**config.mk**
```make
export PLATFORM = sky130hd
export DESIGN_NAME = mem_net
export DESIGN_NICKNAME = d
export VERILOG_FILES = /design/src/mem_net_pkg.sv /design/src/mem_net.sv /design/src/mem_net_req_decode.sv /design/src/mem_net_resp_result.sv /design/src/mem_net_router.sv
export SDC_FILE = /design/constraint.sdc
export NUM_CORES = 1
export LEC_CHECK = 0
export BUFFER_PORTS_ARGS = -buffer_cell sky130_fd_sc_hd__buf_4
export CORE_AREA = 4 4 244 246
export DETAILED_ROUTE_END_ITERATION = 8
export DIE_AREA = 0 0 248 250
export PLACE_DENSITY = 0.75
export SLEW_MARGIN = 20
export SYNTH_ARGS = -nofsm -noshare
export SYNTH_HDL_FRONTEND = slang
export SYNTH_SLANG_ARGS = --single-unit
```
**constraint.sdc**
```tcl
create_clock -name clk -period 7.69 [get_ports clk]
set_clock_uncertainty 0.15 [all_clocks]
set_input_delay 1.538 -clock clk [delete_from_list [all_inputs] [get_ports clk]]
set_output_delay 1.538 -clock clk [all_outputs]
set_load 0.02 [all_outputs]
```
**src/mem_net_pkg.sv**
```systemverilog
// shared types for the two-port memory network with domain tags
// port p owns domain p, and the number of banks equals the number of ports
`default_nettype none

package mem_net_pkg;

	//====================================================================
	// sizes
	//====================================================================

	localparam int c_num_ports   = 2;
	localparam int c_port_nbits  = 1;

	localparam int c_opaque_nbits = 8;
	localparam int c_addr_nbits   = 32;
	localparam int c_data_nbits   = 32;

	// depth of each router input queue
	localparam int c_q_depth = 2;

	// address bit that picks the bank in shared mode
	localparam int c_bank_sel_bit = 2;

	// values of the mode input
	localparam logic c_mode_shared = 1'b0;
	localparam logic c_mode_part   = 1'b1;

	//====================================================================
	// message formats
	//====================================================================

	// processor request, 73 bits
	typedef struct packed {
		logic                      rw;
		logic [c_opaque_nbits-1:0] opaque;
		logic [c_addr_nbits-1:0]   addr;
		logic [c_data_nbits-1:0]   data;
	} mem_req_t;

	// bank response, 41 bits
	typedef struct packed {
		logic                      rw;
		logic [c_opaque_nbits-1:0] opaque;
		logic [c_data_nbits-1:0]   data;
	} mem_resp_t;

	typedef struct packed {
		logic [c_port_nbits-1:0] src;
		logic [c_port_nbits-1:0] dest;
		logic                    domain;
	} net_hdr_t;

	typedef struct packed {
		net_hdr_t hdr;
		mem_req_t body;
	} req_net_t;

	typedef struct packed {
		net_hdr_t  hdr;
		mem_resp_t body;
	} resp_net_t;

	// leak is set when the domain check wiped the data
	typedef struct packed {
		mem_resp_t resp;
		logic      domain;
		logic      leak;
	} proc_resp_t;

endpackage

`default_nettype wire

```
**src/mem_net.sv**
```systemverilog
// two-port memory network: credit-based request router, valid/ready response router
// banks must accept every valid request and copy src and domain into the response
`timescale 1ns/1ps
`default_nettype none

module mem_net #(
	parameter int p_credits     = 2,
	parameter int p_single_bank = 0
) (
	input  logic                    clk,
	input  logic                    rst,
	input  logic                    mode,

	input  mem_net_pkg::mem_req_t   req_in_msg_p0,
	input  logic                    req_in_val_p0,
	output logic                    req_in_rdy_p0,
	output mem_net_pkg::proc_resp_t resp_out_msg_p0,
	output logic                    resp_out_val_p0,
	input  logic                    resp_out_rdy_p0,

	input  mem_net_pkg::mem_req_t   req_in_msg_p1,
	input  logic                    req_in_val_p1,
	output logic                    req_in_rdy_p1,
	output mem_net_pkg::proc_resp_t resp_out_msg_p1,
	output logic                    resp_out_val_p1,
	input  logic                    resp_out_rdy_p1,

	// bank side
	output mem_net_pkg::req_net_t   req_out_msg_p0,
	output logic                    req_out_val_p0,
	input  logic                    req_out_credit_p0,
	input  mem_net_pkg::resp_net_t  resp_in_msg_p0,
	input  logic                    resp_in_val_p0,
	output logic                    resp_in_rdy_p0,

	output mem_net_pkg::req_net_t   req_out_msg_p1,
	output logic                    req_out_val_p1,
	input  logic                    req_out_credit_p1,
	input  mem_net_pkg::resp_net_t  resp_in_msg_p1,
	input  logic                    resp_in_val_p1,
	output logic                    resp_in_rdy_p1
);

	mem_net_pkg::req_net_t  req_net_p0;
	mem_net_pkg::req_net_t  req_net_p1;
	mem_net_pkg::resp_net_t resp_net_p0;
	mem_net_pkg::resp_net_t resp_net_p1;

	//====================================================================
	// request path
	//====================================================================

	mem_net_req_decode #(.p_port(0), .p_single_bank(p_single_bank)) req_decode_p0 (
		.mode    (mode),
		.mem_msg (req_in_msg_p0),
		.net_msg (req_net_p0)
	);

	mem_net_req_decode #(.p_port(1), .p_single_bank(p_single_bank)) req_decode_p1 (
		.mode    (mode),
		.mem_msg (req_in_msg_p1),
		.net_msg (req_net_p1)
	);

	// banks always accept, credits do the flow control
	mem_net_router #(
		.msg_t         (mem_net_pkg::req_net_t),
		.p_credits     (p_credits),
		.p_use_credits (1)
	) req_router (
		.clk          (clk),
		.rst          (rst),
		.in_msg_0     (req_net_p0),
		.in_val_0     (req_in_val_p0),
		.in_rdy_0     (req_in_rdy_p0),
		.in_msg_1     (req_net_p1),
		.in_val_1     (req_in_val_p1),
		.in_rdy_1     (req_in_rdy_p1),
		.out_msg_0    (req_out_msg_p0),
		.out_val_0    (req_out_val_p0),
		.out_rdy_0    (1'b1),
		.out_credit_0 (req_out_credit_p0),
		.out_msg_1    (req_out_msg_p1),
		.out_val_1    (req_out_val_p1),
		.out_rdy_1    (1'b1),
		.out_credit_1 (req_out_credit_p1)
	);

	//====================================================================
	// response path
	//====================================================================

	mem_net_router #(
		.msg_t         (mem_net_pkg::resp_net_t),
		.p_credits     (p_credits),
		.p_use_credits (0)
	) resp_router (
		.clk          (clk),
		.rst          (rst),
		.in_msg_0     (resp_in_msg_p0),
		.in_val_0     (resp_in_val_p0),
		.in_rdy_0     (resp_in_rdy_p0),
		.in_msg_1     (resp_in_msg_p1),
		.in_val_1     (resp_in_val_p1),
		.in_rdy_1     (resp_in_rdy_p1),
		.out_msg_0    (resp_net_p0),
		.out_val_0    (resp_out_val_p0),
		.out_rdy_0    (resp_out_rdy_p0),
		.out_credit_0 (1'b0),
		.out_msg_1    (resp_net_p1),
		.out_val_1    (resp_out_val_p1),
		.out_rdy_1    (resp_out_rdy_p1),
		.out_credit_1 (1'b0)
	);

	mem_net_resp_result #(.p_port(0)) resp_result_p0 (
		.mode     (mode),
		.net_msg  (resp_net_p0),
		.proc_msg (resp_out_msg_p0)
	);

	mem_net_resp_result #(.p_port(1)) resp_result_p1 (
		.mode     (mode),
		.net_msg  (resp_net_p1),
		.proc_msg (resp_out_msg_p1)
	);

endmodule

`default_nettype wire

```
**src/mem_net_req_decode.sv**
```systemverilog
// turns a processor request into a network request, purely combinational
// mode is expected to stay constant while requests are in flight
`timescale 1ns/1ps
`default_nettype none

module mem_net_req_decode #(
	parameter int p_port        = 0,
	parameter int p_single_bank = 0
) (
	input  logic                  mode,
	input  mem_net_pkg::mem_req_t mem_msg,
	output mem_net_pkg::req_net_t net_msg
);

	localparam logic [mem_net_pkg::c_port_nbits-1:0] c_src =
		mem_net_pkg::c_port_nbits'(p_port);

	// domain equals port number
	localparam logic c_domain = 1'(p_port);

	logic [mem_net_pkg::c_port_nbits-1:0] dest;

	//====================================================================
	// bank selection
	//====================================================================

	always_comb begin
		if (p_single_bank != 0) begin
			dest = '0;
		end else if (mode == mem_net_pkg::c_mode_part) begin
			// partitioned: each domain has its own bank
			dest = mem_net_pkg::c_port_nbits'(c_domain);
		end else begin
			dest = mem_net_pkg::c_port_nbits'(mem_msg.addr[mem_net_pkg::c_bank_sel_bit]);
		end
	end

	always_comb begin
		net_msg.hdr.src    = c_src;
		net_msg.hdr.dest   = dest;
		net_msg.hdr.domain = c_domain;
		net_msg.body       = mem_msg;
	end

endmodule

`default_nettype wire

```
**src/mem_net_resp_result.sv**
```systemverilog
// strips the network header and applies the domain check for one port
// the check only acts in partitioned mode
`timescale 1ns/1ps
`default_nettype none

module mem_net_resp_result #(
	parameter int p_port = 0
) (
	input  logic                    mode,
	input  mem_net_pkg::resp_net_t  net_msg,
	output mem_net_pkg::proc_resp_t proc_msg
);

	localparam logic c_domain = 1'(p_port);

	logic leak;

	// tag from another domain in partitioned mode
	assign leak = (mode == mem_net_pkg::c_mode_part) && (net_msg.hdr.domain != c_domain);

	//====================================================================
	// unpack
	//====================================================================

	always_comb begin
		proc_msg.resp   = net_msg.body;
		proc_msg.domain = net_msg.hdr.domain;
		proc_msg.leak   = leak;
		if (leak) begin
			// nothing from the other domain may reach this port
			proc_msg.resp.data = '0;
		end
	end

endmodule

`default_nettype wire

```
**src/mem_net_router.sv**
```systemverilog
// 2x2 router, two-entry queue per input and one output register per output
// msg_t must carry a net_hdr_t named hdr; with credits on, out_rdy must be tied high
`timescale 1ns/1ps
`default_nettype none

module mem_net_router #(
	parameter type msg_t         = mem_net_pkg::req_net_t,
	parameter int  p_credits     = 2,
	parameter int  p_use_credits = 1
) (
	input  logic clk,
	input  logic rst,

	input  msg_t in_msg_0,
	input  logic in_val_0,
	output logic in_rdy_0,

	input  msg_t in_msg_1,
	input  logic in_val_1,
	output logic in_rdy_1,

	output msg_t out_msg_0,
	output logic out_val_0,
	input  logic out_rdy_0,
	input  logic out_credit_0,

	output msg_t out_msg_1,
	output logic out_val_1,
	input  logic out_rdy_1,
	input  logic out_credit_1
);

	localparam int n = mem_net_pkg::c_num_ports;
	localparam int c_qptr_nbits = $clog2(mem_net_pkg::c_q_depth);
	localparam int c_qcnt_nbits = $clog2(mem_net_pkg::c_q_depth + 1);
	localparam int c_cnt_nbits  = $clog2(p_credits + 1);

	msg_t                           in_msg [n];
	logic [n-1:0]                   in_val;
	logic [n-1:0]                   in_rdy;
	logic [n-1:0]                   out_rdy;
	logic [n-1:0]                   out_credit;

	msg_t                           q_mem [n][mem_net_pkg::c_q_depth];
	logic [n-1:0][c_qptr_nbits-1:0] q_wptr;
	logic [n-1:0][c_qptr_nbits-1:0] q_rptr;
	logic [n-1:0][c_qcnt_nbits-1:0] q_cnt;
	logic [n-1:0]                   q_enq;
	logic [n-1:0]                   q_deq;
	msg_t                           q_head [n];
	logic [n-1:0]                   q_head_val;

	// want/grant are indexed [output][input]
	logic [n-1:0][n-1:0]            want;
	logic [n-1:0][n-1:0]            grant;
	logic [n-1:0]                   rr_pri;

	msg_t                           out_reg [n];
	logic [n-1:0]                   out_full;
	logic [n-1:0]                   out_val;
	logic [n-1:0]                   out_fire;
	logic [n-1:0][c_cnt_nbits-1:0]  credit_cnt;
	logic [n-1:0]                   credit_ok;

	assign in_msg[0]  = in_msg_0;
	assign in_msg[1]  = in_msg_1;
	assign in_val     = {in_val_1, in_val_0};
	assign out_rdy    = {out_rdy_1, out_rdy_0};
	assign out_credit = {out_credit_1, out_credit_0};

	//====================================================================
	// input queues
	//====================================================================

	always_comb begin
		for (int i = 0; i < n; i++) begin
			in_rdy[i]     = q_cnt[i] != c_qcnt_nbits'(mem_net_pkg::c_q_depth);
			q_enq[i]      = in_val[i] && in_rdy[i];
			q_head_val[i] = q_cnt[i] != '0;
			q_head[i]     = q_mem[i][q_rptr[i]];
		end
	end

	always_ff @(posedge clk) begin
		for (int i = 0; i < n; i++) begin
			if (q_enq[i]) begin
				q_mem[i][q_wptr[i]] <= in_msg[i];
			end
		end
	end

	// pointers wrap on their own since the depth is a power of two
	always_ff @(posedge clk) begin
		if (rst) begin
			q_wptr <= '0;
			q_rptr <= '0;
			q_cnt  <= '0;
		end else begin
			for (int i = 0; i < n; i++) begin
				q_wptr[i] <= q_wptr[i] + c_qptr_nbits'(q_enq[i]);
				q_rptr[i] <= q_rptr[i] + c_qptr_nbits'(q_deq[i]);
				q_cnt[i]  <= q_cnt[i] + c_qcnt_nbits'(q_enq[i]) - c_qcnt_nbits'(q_deq[i]);
			end
		end
	end

	//====================================================================
	// round-robin arbitration per output
	//====================================================================

	always_comb begin
		for (int o = 0; o < n; o++) begin
			for (int i = 0; i < n; i++) begin
				want[o][i] = q_head_val[i] &&
					(q_head[i].hdr.dest == mem_net_pkg::c_port_nbits'(o));
			end
			grant[o] = '0;
			// load only into a free register, or one that empties this cycle
			if (!out_full[o] || out_fire[o]) begin
				if (want[o][rr_pri[o]]) begin
					grant[o][rr_pri[o]] = 1'b1;
				end else if (want[o][~rr_pri[o]]) begin
					grant[o][~rr_pri[o]] = 1'b1;
				end
			end
		end
		q_deq = grant[0] | grant[1];
	end

	always_ff @(posedge clk) begin
		for (int o = 0; o < n; o++) begin
			if (|grant[o]) begin
				out_reg[o] <= q_head[grant[o][1]];
			end
		end
	end

	always_ff @(posedge clk) begin
		if (rst) begin
			out_full <= '0;
			rr_pri   <= '0;
		end else begin
			for (int o = 0; o < n; o++) begin
				out_full[o] <= (|grant[o]) || (out_full[o] && !out_fire[o]);
				// winner drops to lowest priority
				if (|grant[o]) begin
					rr_pri[o] <= ~grant[o][1];
				end
			end
		end
	end

	//====================================================================
	// output flow control
	//====================================================================

	generate
		if (p_use_credits != 0) begin : g_credit
			always_ff @(posedge clk) begin
				if (rst) begin
					credit_cnt <= {n{c_cnt_nbits'(p_credits)}};
				end else begin
					// a send and a returned credit may land in the same cycle
					for (int o = 0; o < n; o++) begin
						credit_cnt[o] <= credit_cnt[o] - c_cnt_nbits'(out_fire[o])
							+ c_cnt_nbits'(out_credit[o]);
					end
				end
			end
			always_comb begin
				for (int o = 0; o < n; o++) begin
					credit_ok[o] = credit_cnt[o] != '0;
				end
			end
		end else begin : g_no_credit
			assign credit_cnt = {n{c_cnt_nbits'(p_credits)}};
			assign credit_ok  = '1;
		end
	endgenerate

	assign out_val  = out_full & credit_ok;
	assign out_fire = out_val & out_rdy;

	assign out_msg_0 = out_reg[0];
	assign out_msg_1 = out_reg[1];
	assign out_val_0 = out_val[0];
	assign out_val_1 = out_val[1];
	assign in_rdy_0  = in_rdy[0];
	assign in_rdy_1  = in_rdy[1];

endmodule

`default_nettype wire

```
Word level (Yosys, flattened, before mapping)
Memory sizes are Yosys's and may differ from the RTL's.
Index checks and enable logic that the tools add are counted.
{"block": "totals", "regBits": 28, "ram_bits": 720, "out_inout_bits": 246, "n_memories": 4}
{"memory": "req_router.q_mem", "words": 2, "word_bits": 152, "read_ports": 2, "rd_ports_with_merged_regs": 0, "write_ports": 2, "line_no": "mem_net_router.sv:44", "source": "msg_t q_mem [n][mem_net_pkg::c_q_depth];"}
{"memory": "resp_router.q_mem", "words": 2, "word_bits": 88, "read_ports": 2, "rd_ports_with_merged_regs": 0, "write_ports": 2, "line_no": "mem_net_router.sv:44"}
{"memory": "req_router.out_reg", "words": 2, "word_bits": 76, "read_ports": 2, "rd_ports_with_merged_regs": 0, "write_ports": 2, "line_no": "mem_net_router.sv:58", "source": "msg_t out_reg [n];"}
{"memory": "resp_router.out_reg", "words": 2, "word_bits": 44, "read_ports": 2, "rd_ports_with_merged_regs": 0, "write_ports": 2, "line_no": "mem_net_router.sv:58"}
{"block": "classes", "add_sub_neg": 20, "magnitude_cmp": 32, "eq_ne": 4, "n_mux": 96, "n_bitwise": 29, "reduce_logical": 56}
{"operator": "$mux W76", "count": 14}
{"operator": "$mux W44", "count": 14}
{"operator": "$mux W152", "count": 2}
{"operator": "$mux W88", "count": 2}
{"operator": "$demux W76 S1", "count": 2}
{"operator": "$demux W44 S1", "count": 2}
{"operator": "$mux W32", "count": 2}
{"operator": "$mux W1", "count": 38}
{"operator": "$logic_and A1 B1 Y1", "count": 30}
{"operator": "$ge A2 B2 Y1 const B", "count": 12}
{"operator": "$mux W2", "count": 12}
{"operator": "$not A1 Y2", "count": 12}
{"operator": "$lt A1 B2 Y1 const B", "count": 8}
{"operator": "$not A1 Y1", "count": 13}
{"operator": "$add A2 B1 Y2", "count": 6}
{"operator": "$reduce_bool A2 Y1", "count": 6}
{"operator": "$sub A2 B1 Y2", "count": 6}
{"operator": "$add A1 B1 Y1", "count": 8}
{"operator": "$demux W1 S1", "count": 8}
{"operator": "$ge A1 B1 Y1 const B", "count": 8}
{"operator": "$logic_not A1 Y1", "count": 8}
{"operator": "$logic_or A1 B1 Y1", "count": 8}
{"operator": "$lt A2 B1 Y1 const B", "count": 4}
{"operator": "$ne A2 B2 Y1 const B", "count": 4}
{"operator": "other kinds (3)", "count": 8}

Depth between registers and ports, before layout
{"block": "logic_depth", "word_depth": 15, "depth_mapped": 11, "depth_no_buf": 10}

Cells and area by module
From an unflattened synthesis, not the netlist that was laid out.
{"block": "unflattened", "cells_unflattened": 1696, "hier_area_um2": 30450.5}
{"module": "mem_net_router (req_router)", "n_inst": 1, "cells_per_inst": 901, "area_per_inst_um2": 17895.9, "seq_area_each_um2": 14013.4}
{"module": "mem_net_router (resp_router)", "n_inst": 1, "cells_per_inst": 539, "area_per_inst_um2": 10581.4, "seq_area_each_um2": 8167.8}
{"module": "mem_net_req_decode (req_decode_p0)", "n_inst": 1, "cells_per_inst": 78, "area_per_inst_um2": 588.1, "seq_area_each_um2": 0.0}
{"module": "mem_net_req_decode (req_decode_p1)", "n_inst": 1, "cells_per_inst": 78, "area_per_inst_um2": 580.6, "seq_area_each_um2": 0.0}
{"module": "mem_net_resp_result (resp_result_p1)", "n_inst": 1, "cells_per_inst": 48, "area_per_inst_um2": 410.4, "seq_area_each_um2": 0.0}
{"module": "mem_net_resp_result (resp_result_p0)", "n_inst": 1, "cells_per_inst": 50, "area_per_inst_um2": 386.6, "seq_area_each_um2": 0.0}
{"module": "mem_net", "n_inst": 1, "cells_per_inst": 2, "area_per_inst_um2": 7.5, "seq_area_each_um2": 0.0}

Worst setup path before layout
Ideal clock, no wire load.
{"block": "synth_path", "path_type": "flip-flop to flip-flop", "from": "register req_router.q_rptr[1] (netlist bit)", "to": "memory req_router.out_reg[0][0] (netlist bit) (enable)", "setup_time_ps": 536, "arrival_time_ps": 4543, "required_time_ps": 7004, "path_slack_ps": 2461, "stages_incl_launch_ff": 5, "path_buffers": 1, "synth_period_minus_slack_ps": 5229, "path_cell_list": "dfxtp_1 -> buf_2 -> mux2i_1 -> o21ai_0 -> a21oi_1"}
{"item": "from (decl)", "line_no": "mem_net_router.sv:46", "source": "logic [n-1:0][c_qptr_nbits-1:0] q_rptr;"}
{"item": "from (signal, indexed assignment)", "line_no": "mem_net_router.sv:101", "source": "q_rptr[i] <= q_rptr[i] + c_qptr_nbits'(q_deq[i]);"}
{"item": "to (decl)", "line_no": "mem_net_router.sv:58"}

==> parameters.txt <==
Parameter                              Value

Status
  Result of the run    complete, no violations

Floorplanning
  Ports    491
  Die area    62000 sq um
  Row count    88
  Die Wd    248 microns
  Effective utilization at floorplan    49.60%
  Core outline area    57370 sq um
  Die boundary height    250 microns

Logic synthesis
  Count of flip-flops with a built-in enable after synthesis    704
  Total of flip-flops plus latches after synthesis    736
  Net count of the mapped netlist    1785
  Gate Count Post-Synth    1520
  Warning count from the yosys run    0
  Cell Area, Synth    28450 sq um
  Leading register cell type out of synthesis    edfxtp_1
  Mapped Avg Cell Area    18.72 sq um
  Unique cell type count in the Yosys netlist    42
  Share of the yosys chip area belonging to registers    76.55%
  Async set-reset flop share out of synthesis    0%

Routing
  Via count of the routed design    15180
  WL per Instance    24.15 microns
  Post-detailed-route DRC marker count    0
  Drt initial violations    989
  Post-detailed-route count of antenna-violating nets    0
  First-pass DRT Iterations    4
  Average via count per standard cell    5.343
  Wirelength, routed    68620 microns

Clock tree
  Clock root cell    clkbuf_16
  Max H-tree Level    3
  # resized after CTS    0
  CTS Hold Buffers Added    0
  Clock latency reported for the late side of the worst-skew pair    600 ps
  Clock transition at the registers of the reported paths    60 ps
  Maximum count of clock buffers along a single path    3
  Num CTS Buffers    73
  Number of clock sinks    736
  TritonCTS clock tree    done
  Post-CTS setup buffers    0

STA
  TNS Setup    0 ps
  Shortest clock period the worst path allows after layout    4557 ps
  Final Hold Slack    293.2 ps
  Maximum clock frequency    219.4 MHz
  Final cycle utilization of the critical path    59.26%
  Setup slack of the critical path after layout    3133 ps
  Slew of the pin with the lowest slew margin    1064 ps
  Final count of negative-setup-slack endpoints    0
  Hold violation count in the final report    0
  RSZ-0062 raised after global routing    no
  Max-slew violation total from the final report    0
  Slew HR    29.09%

Placement
  # placed instances    2707
  Quantity of I/O buffers inserted on ports    488
  Area after DPL    32870 sq um
  HPWL after detailed placement    44190 microns
  Weighted congestion reported at the end of routability-driven placement    0.7738
  Worst slack after detailed placement    3055 ps

Power
  Cell area power density    428.9 nW/um^2
  Peak VDD IR    246.5 uV
  PnR Total Power    15.15 mW
  Static Leak    13.07 nW

Job
  Max-cap violations    0

Hold path
  Number of stages on the worst hold path    1
  Min-delay worst type    reg -> reg
  Worst Hold Path EP    req_router.q_mem[0][301]$_DFF_P_
  Startpoint of the most critical hold path    req_router.q_mem[0][301]$_DFF_P_

Finish
  Final Instance Area    35330 sq um
  Layout net count    2282
  Share of the core filled with cells in the final layout    61.58%
  Flip-flop count of the largest register after layout    300
  Growth of design area from synthesis to finish    24.15%
  Ratio of cells with drive above 1 in the final layout    31.31%
  Post-Layout Cell Count    2841

Worst setup path
  Most frequent cell on the critical path    buf_4
  Cell-by-cell listing of the critical path    buf_4, nand2_1, and2_1, buf_4
  Data arrival time at the worst-slack endpoint    2870 ps
  Worst-case register-to-register setup slack    3810 ps
  CP Launch Type    primary input
  Worst R2R Path Depth    5
  Reg2reg start    req_router.q_rptr[1]$_SDFF_PP0_
  Crit path max-delay cell type    nand2_1
  Required arrival time at the worst endpoint    6000 ps
  Setup crit end kind    output port
  Delay of the slowest critical-path stage    570 ps
  Number of buffer and inverter stages on the critical path    2
  CP Max Fanout    33
  Reg-to-Reg End    req_router.out_reg[0][16]$_DFFE_PP_
  Category of the most critical setup path    in -> out
  Cell type group with the largest total delay on the critical path    simple AND/OR/NAND/NOR gates

Global routing
  Gr usage total    21.52%
  Maximum number of pins on one net before global-route repair    63
  Remaining Overflow, GRT    0
  Number of antenna violations at the first check in global routing    2
  First-pass GRT wire length    99480 microns
  Number of global-route vias before repair    15810
==> cell families (layout without fill, tap and decap cells) <==
group	Yosys count	in the layout	share of synthesized area (%)
simple gates	145	145	2.902
other cells	0	3	0
flops	736	736	76.55
buf+inv	109	662	2.031
xor+xnor	12	12	0.3694
fa+ha+maj	20	20	0.8794
mux	474	474	16.72
compound gates	24	24	0.5540
==> layout make-up <==
cell class / instances / area [sq um]
sequential: 736 / 21790
multi-input combinational: 675 / 6222
tap: 765 / 957.2
clock inverter: 45 / 501.7
fill: 4109 / 22040
antenna: 3 / 7.507
clock buffer: 86 / 1948
timing repair buffer: 508 / 3814
inverter: 23 / 86.33
==> worst max-delay path by stage <==
stage	slack, ps	endpoint	cells after the start	startpoint
3_5_place_dp	3050	resp_out_msg_p1[30]	4	mode
4_1_cts	3050	resp_out_msg_p1[30]	4	mode
5_1_grt	3000	resp_out_msg_p0[12]	4	mode
2_1_floorplan	2460	req_router.out_reg[0][0]$_DFFE_PP_	4	req_router.q_rptr[1]$_SDFF_PP0_
6_report	3130	resp_out_msg_p0[15]	4	mode
3_3_place_gp	3170	resp_out_msg_p1[10]	4	mode
==> worst reg2reg max path, cell delays in order, from the launching register on <==
cell and delay [ps]:
dfxtp_4 910, mux2_2 470, nor3_2 240, and2_4 590, buf_4 840, mux2i_1 360
==> layout by cell type (no fill, tap or decap), types with 12 or more instances in the layout <==
| master | instances |
|---|---|
| and2_1 | 68 |
| buf_4 | 508 |
| clkbuf_16 | 75 |
| clkinv_1 | 12 |
| clkinv_2 | 12 |
| dfxtp_1 | 28 |
| edfxtp_1 | 704 |
| ha_1 | 12 |
| inv_1 | 23 |
| mux2i_1 | 467 |
| nor2_1 | 22 |
| nor2b_1 | 15 |
==> per-layer routing <==
| layer | routed length [microns] | global-route usage (%) | share of wire [%] |
|---|---|---|---|
| met1 | 26460 | 26.82 | 39 |
| met2 | 34550 | 37.22 | 50 |
| met3 | 6348 | 6.081 | 9.3 |
| met4 | 1244 | 5.319 | 1.8 |
| met5 | 13 | 0 | 0.019 |
==> cells in the mapped netlist, drive strengths merged, types with 3 or more instances <==
| cell | instances | share of area [%] |
|---|---|---|
| nor2 | 23 | 0.30 |
| ha | 20 | 0.88 |
| edfxtp | 704 | 74 |
| xnor2 | 6 | 0.18 |
| nor2b | 15 | 0.33 |
| a31oi | 6 | 0.13 |
| nor3 | 6 | 0.12 |
| nand3 | 3 | 0.053 |
| and2 | 70 | 1.5 |
| o21ai | 5 | 0.088 |
| a21oi | 3 | 0.053 |
| xor2 | 6 | 0.18 |
| or2 | 7 | 0.15 |
| clkbuf | 28 | 0.37 |
| nand2b | 5 | 0.11 |
| mux2i | 467 | 16 |
| buf | 58 | 1.4 |
| mux2 | 7 | 0.29 |
| nand2 | 9 | 0.12 |
| dfxtp | 32 | 2.3 |
| inv | 23 | 0.30 |
==> where the power goes <==
| part | total (mW) | internal (mW) | switching, mW | leakage, nW |
|---|---|---|---|---|
| logic | 5.14 | 1.98 | 3.15 | 5.00 |
| clock network | 3.62 | 2.13 | 1.49 | 1.19 |
| registers | 6.40 | 5.94 | 0.458 | 6.88 |
(Power assumes the default switching activity.)
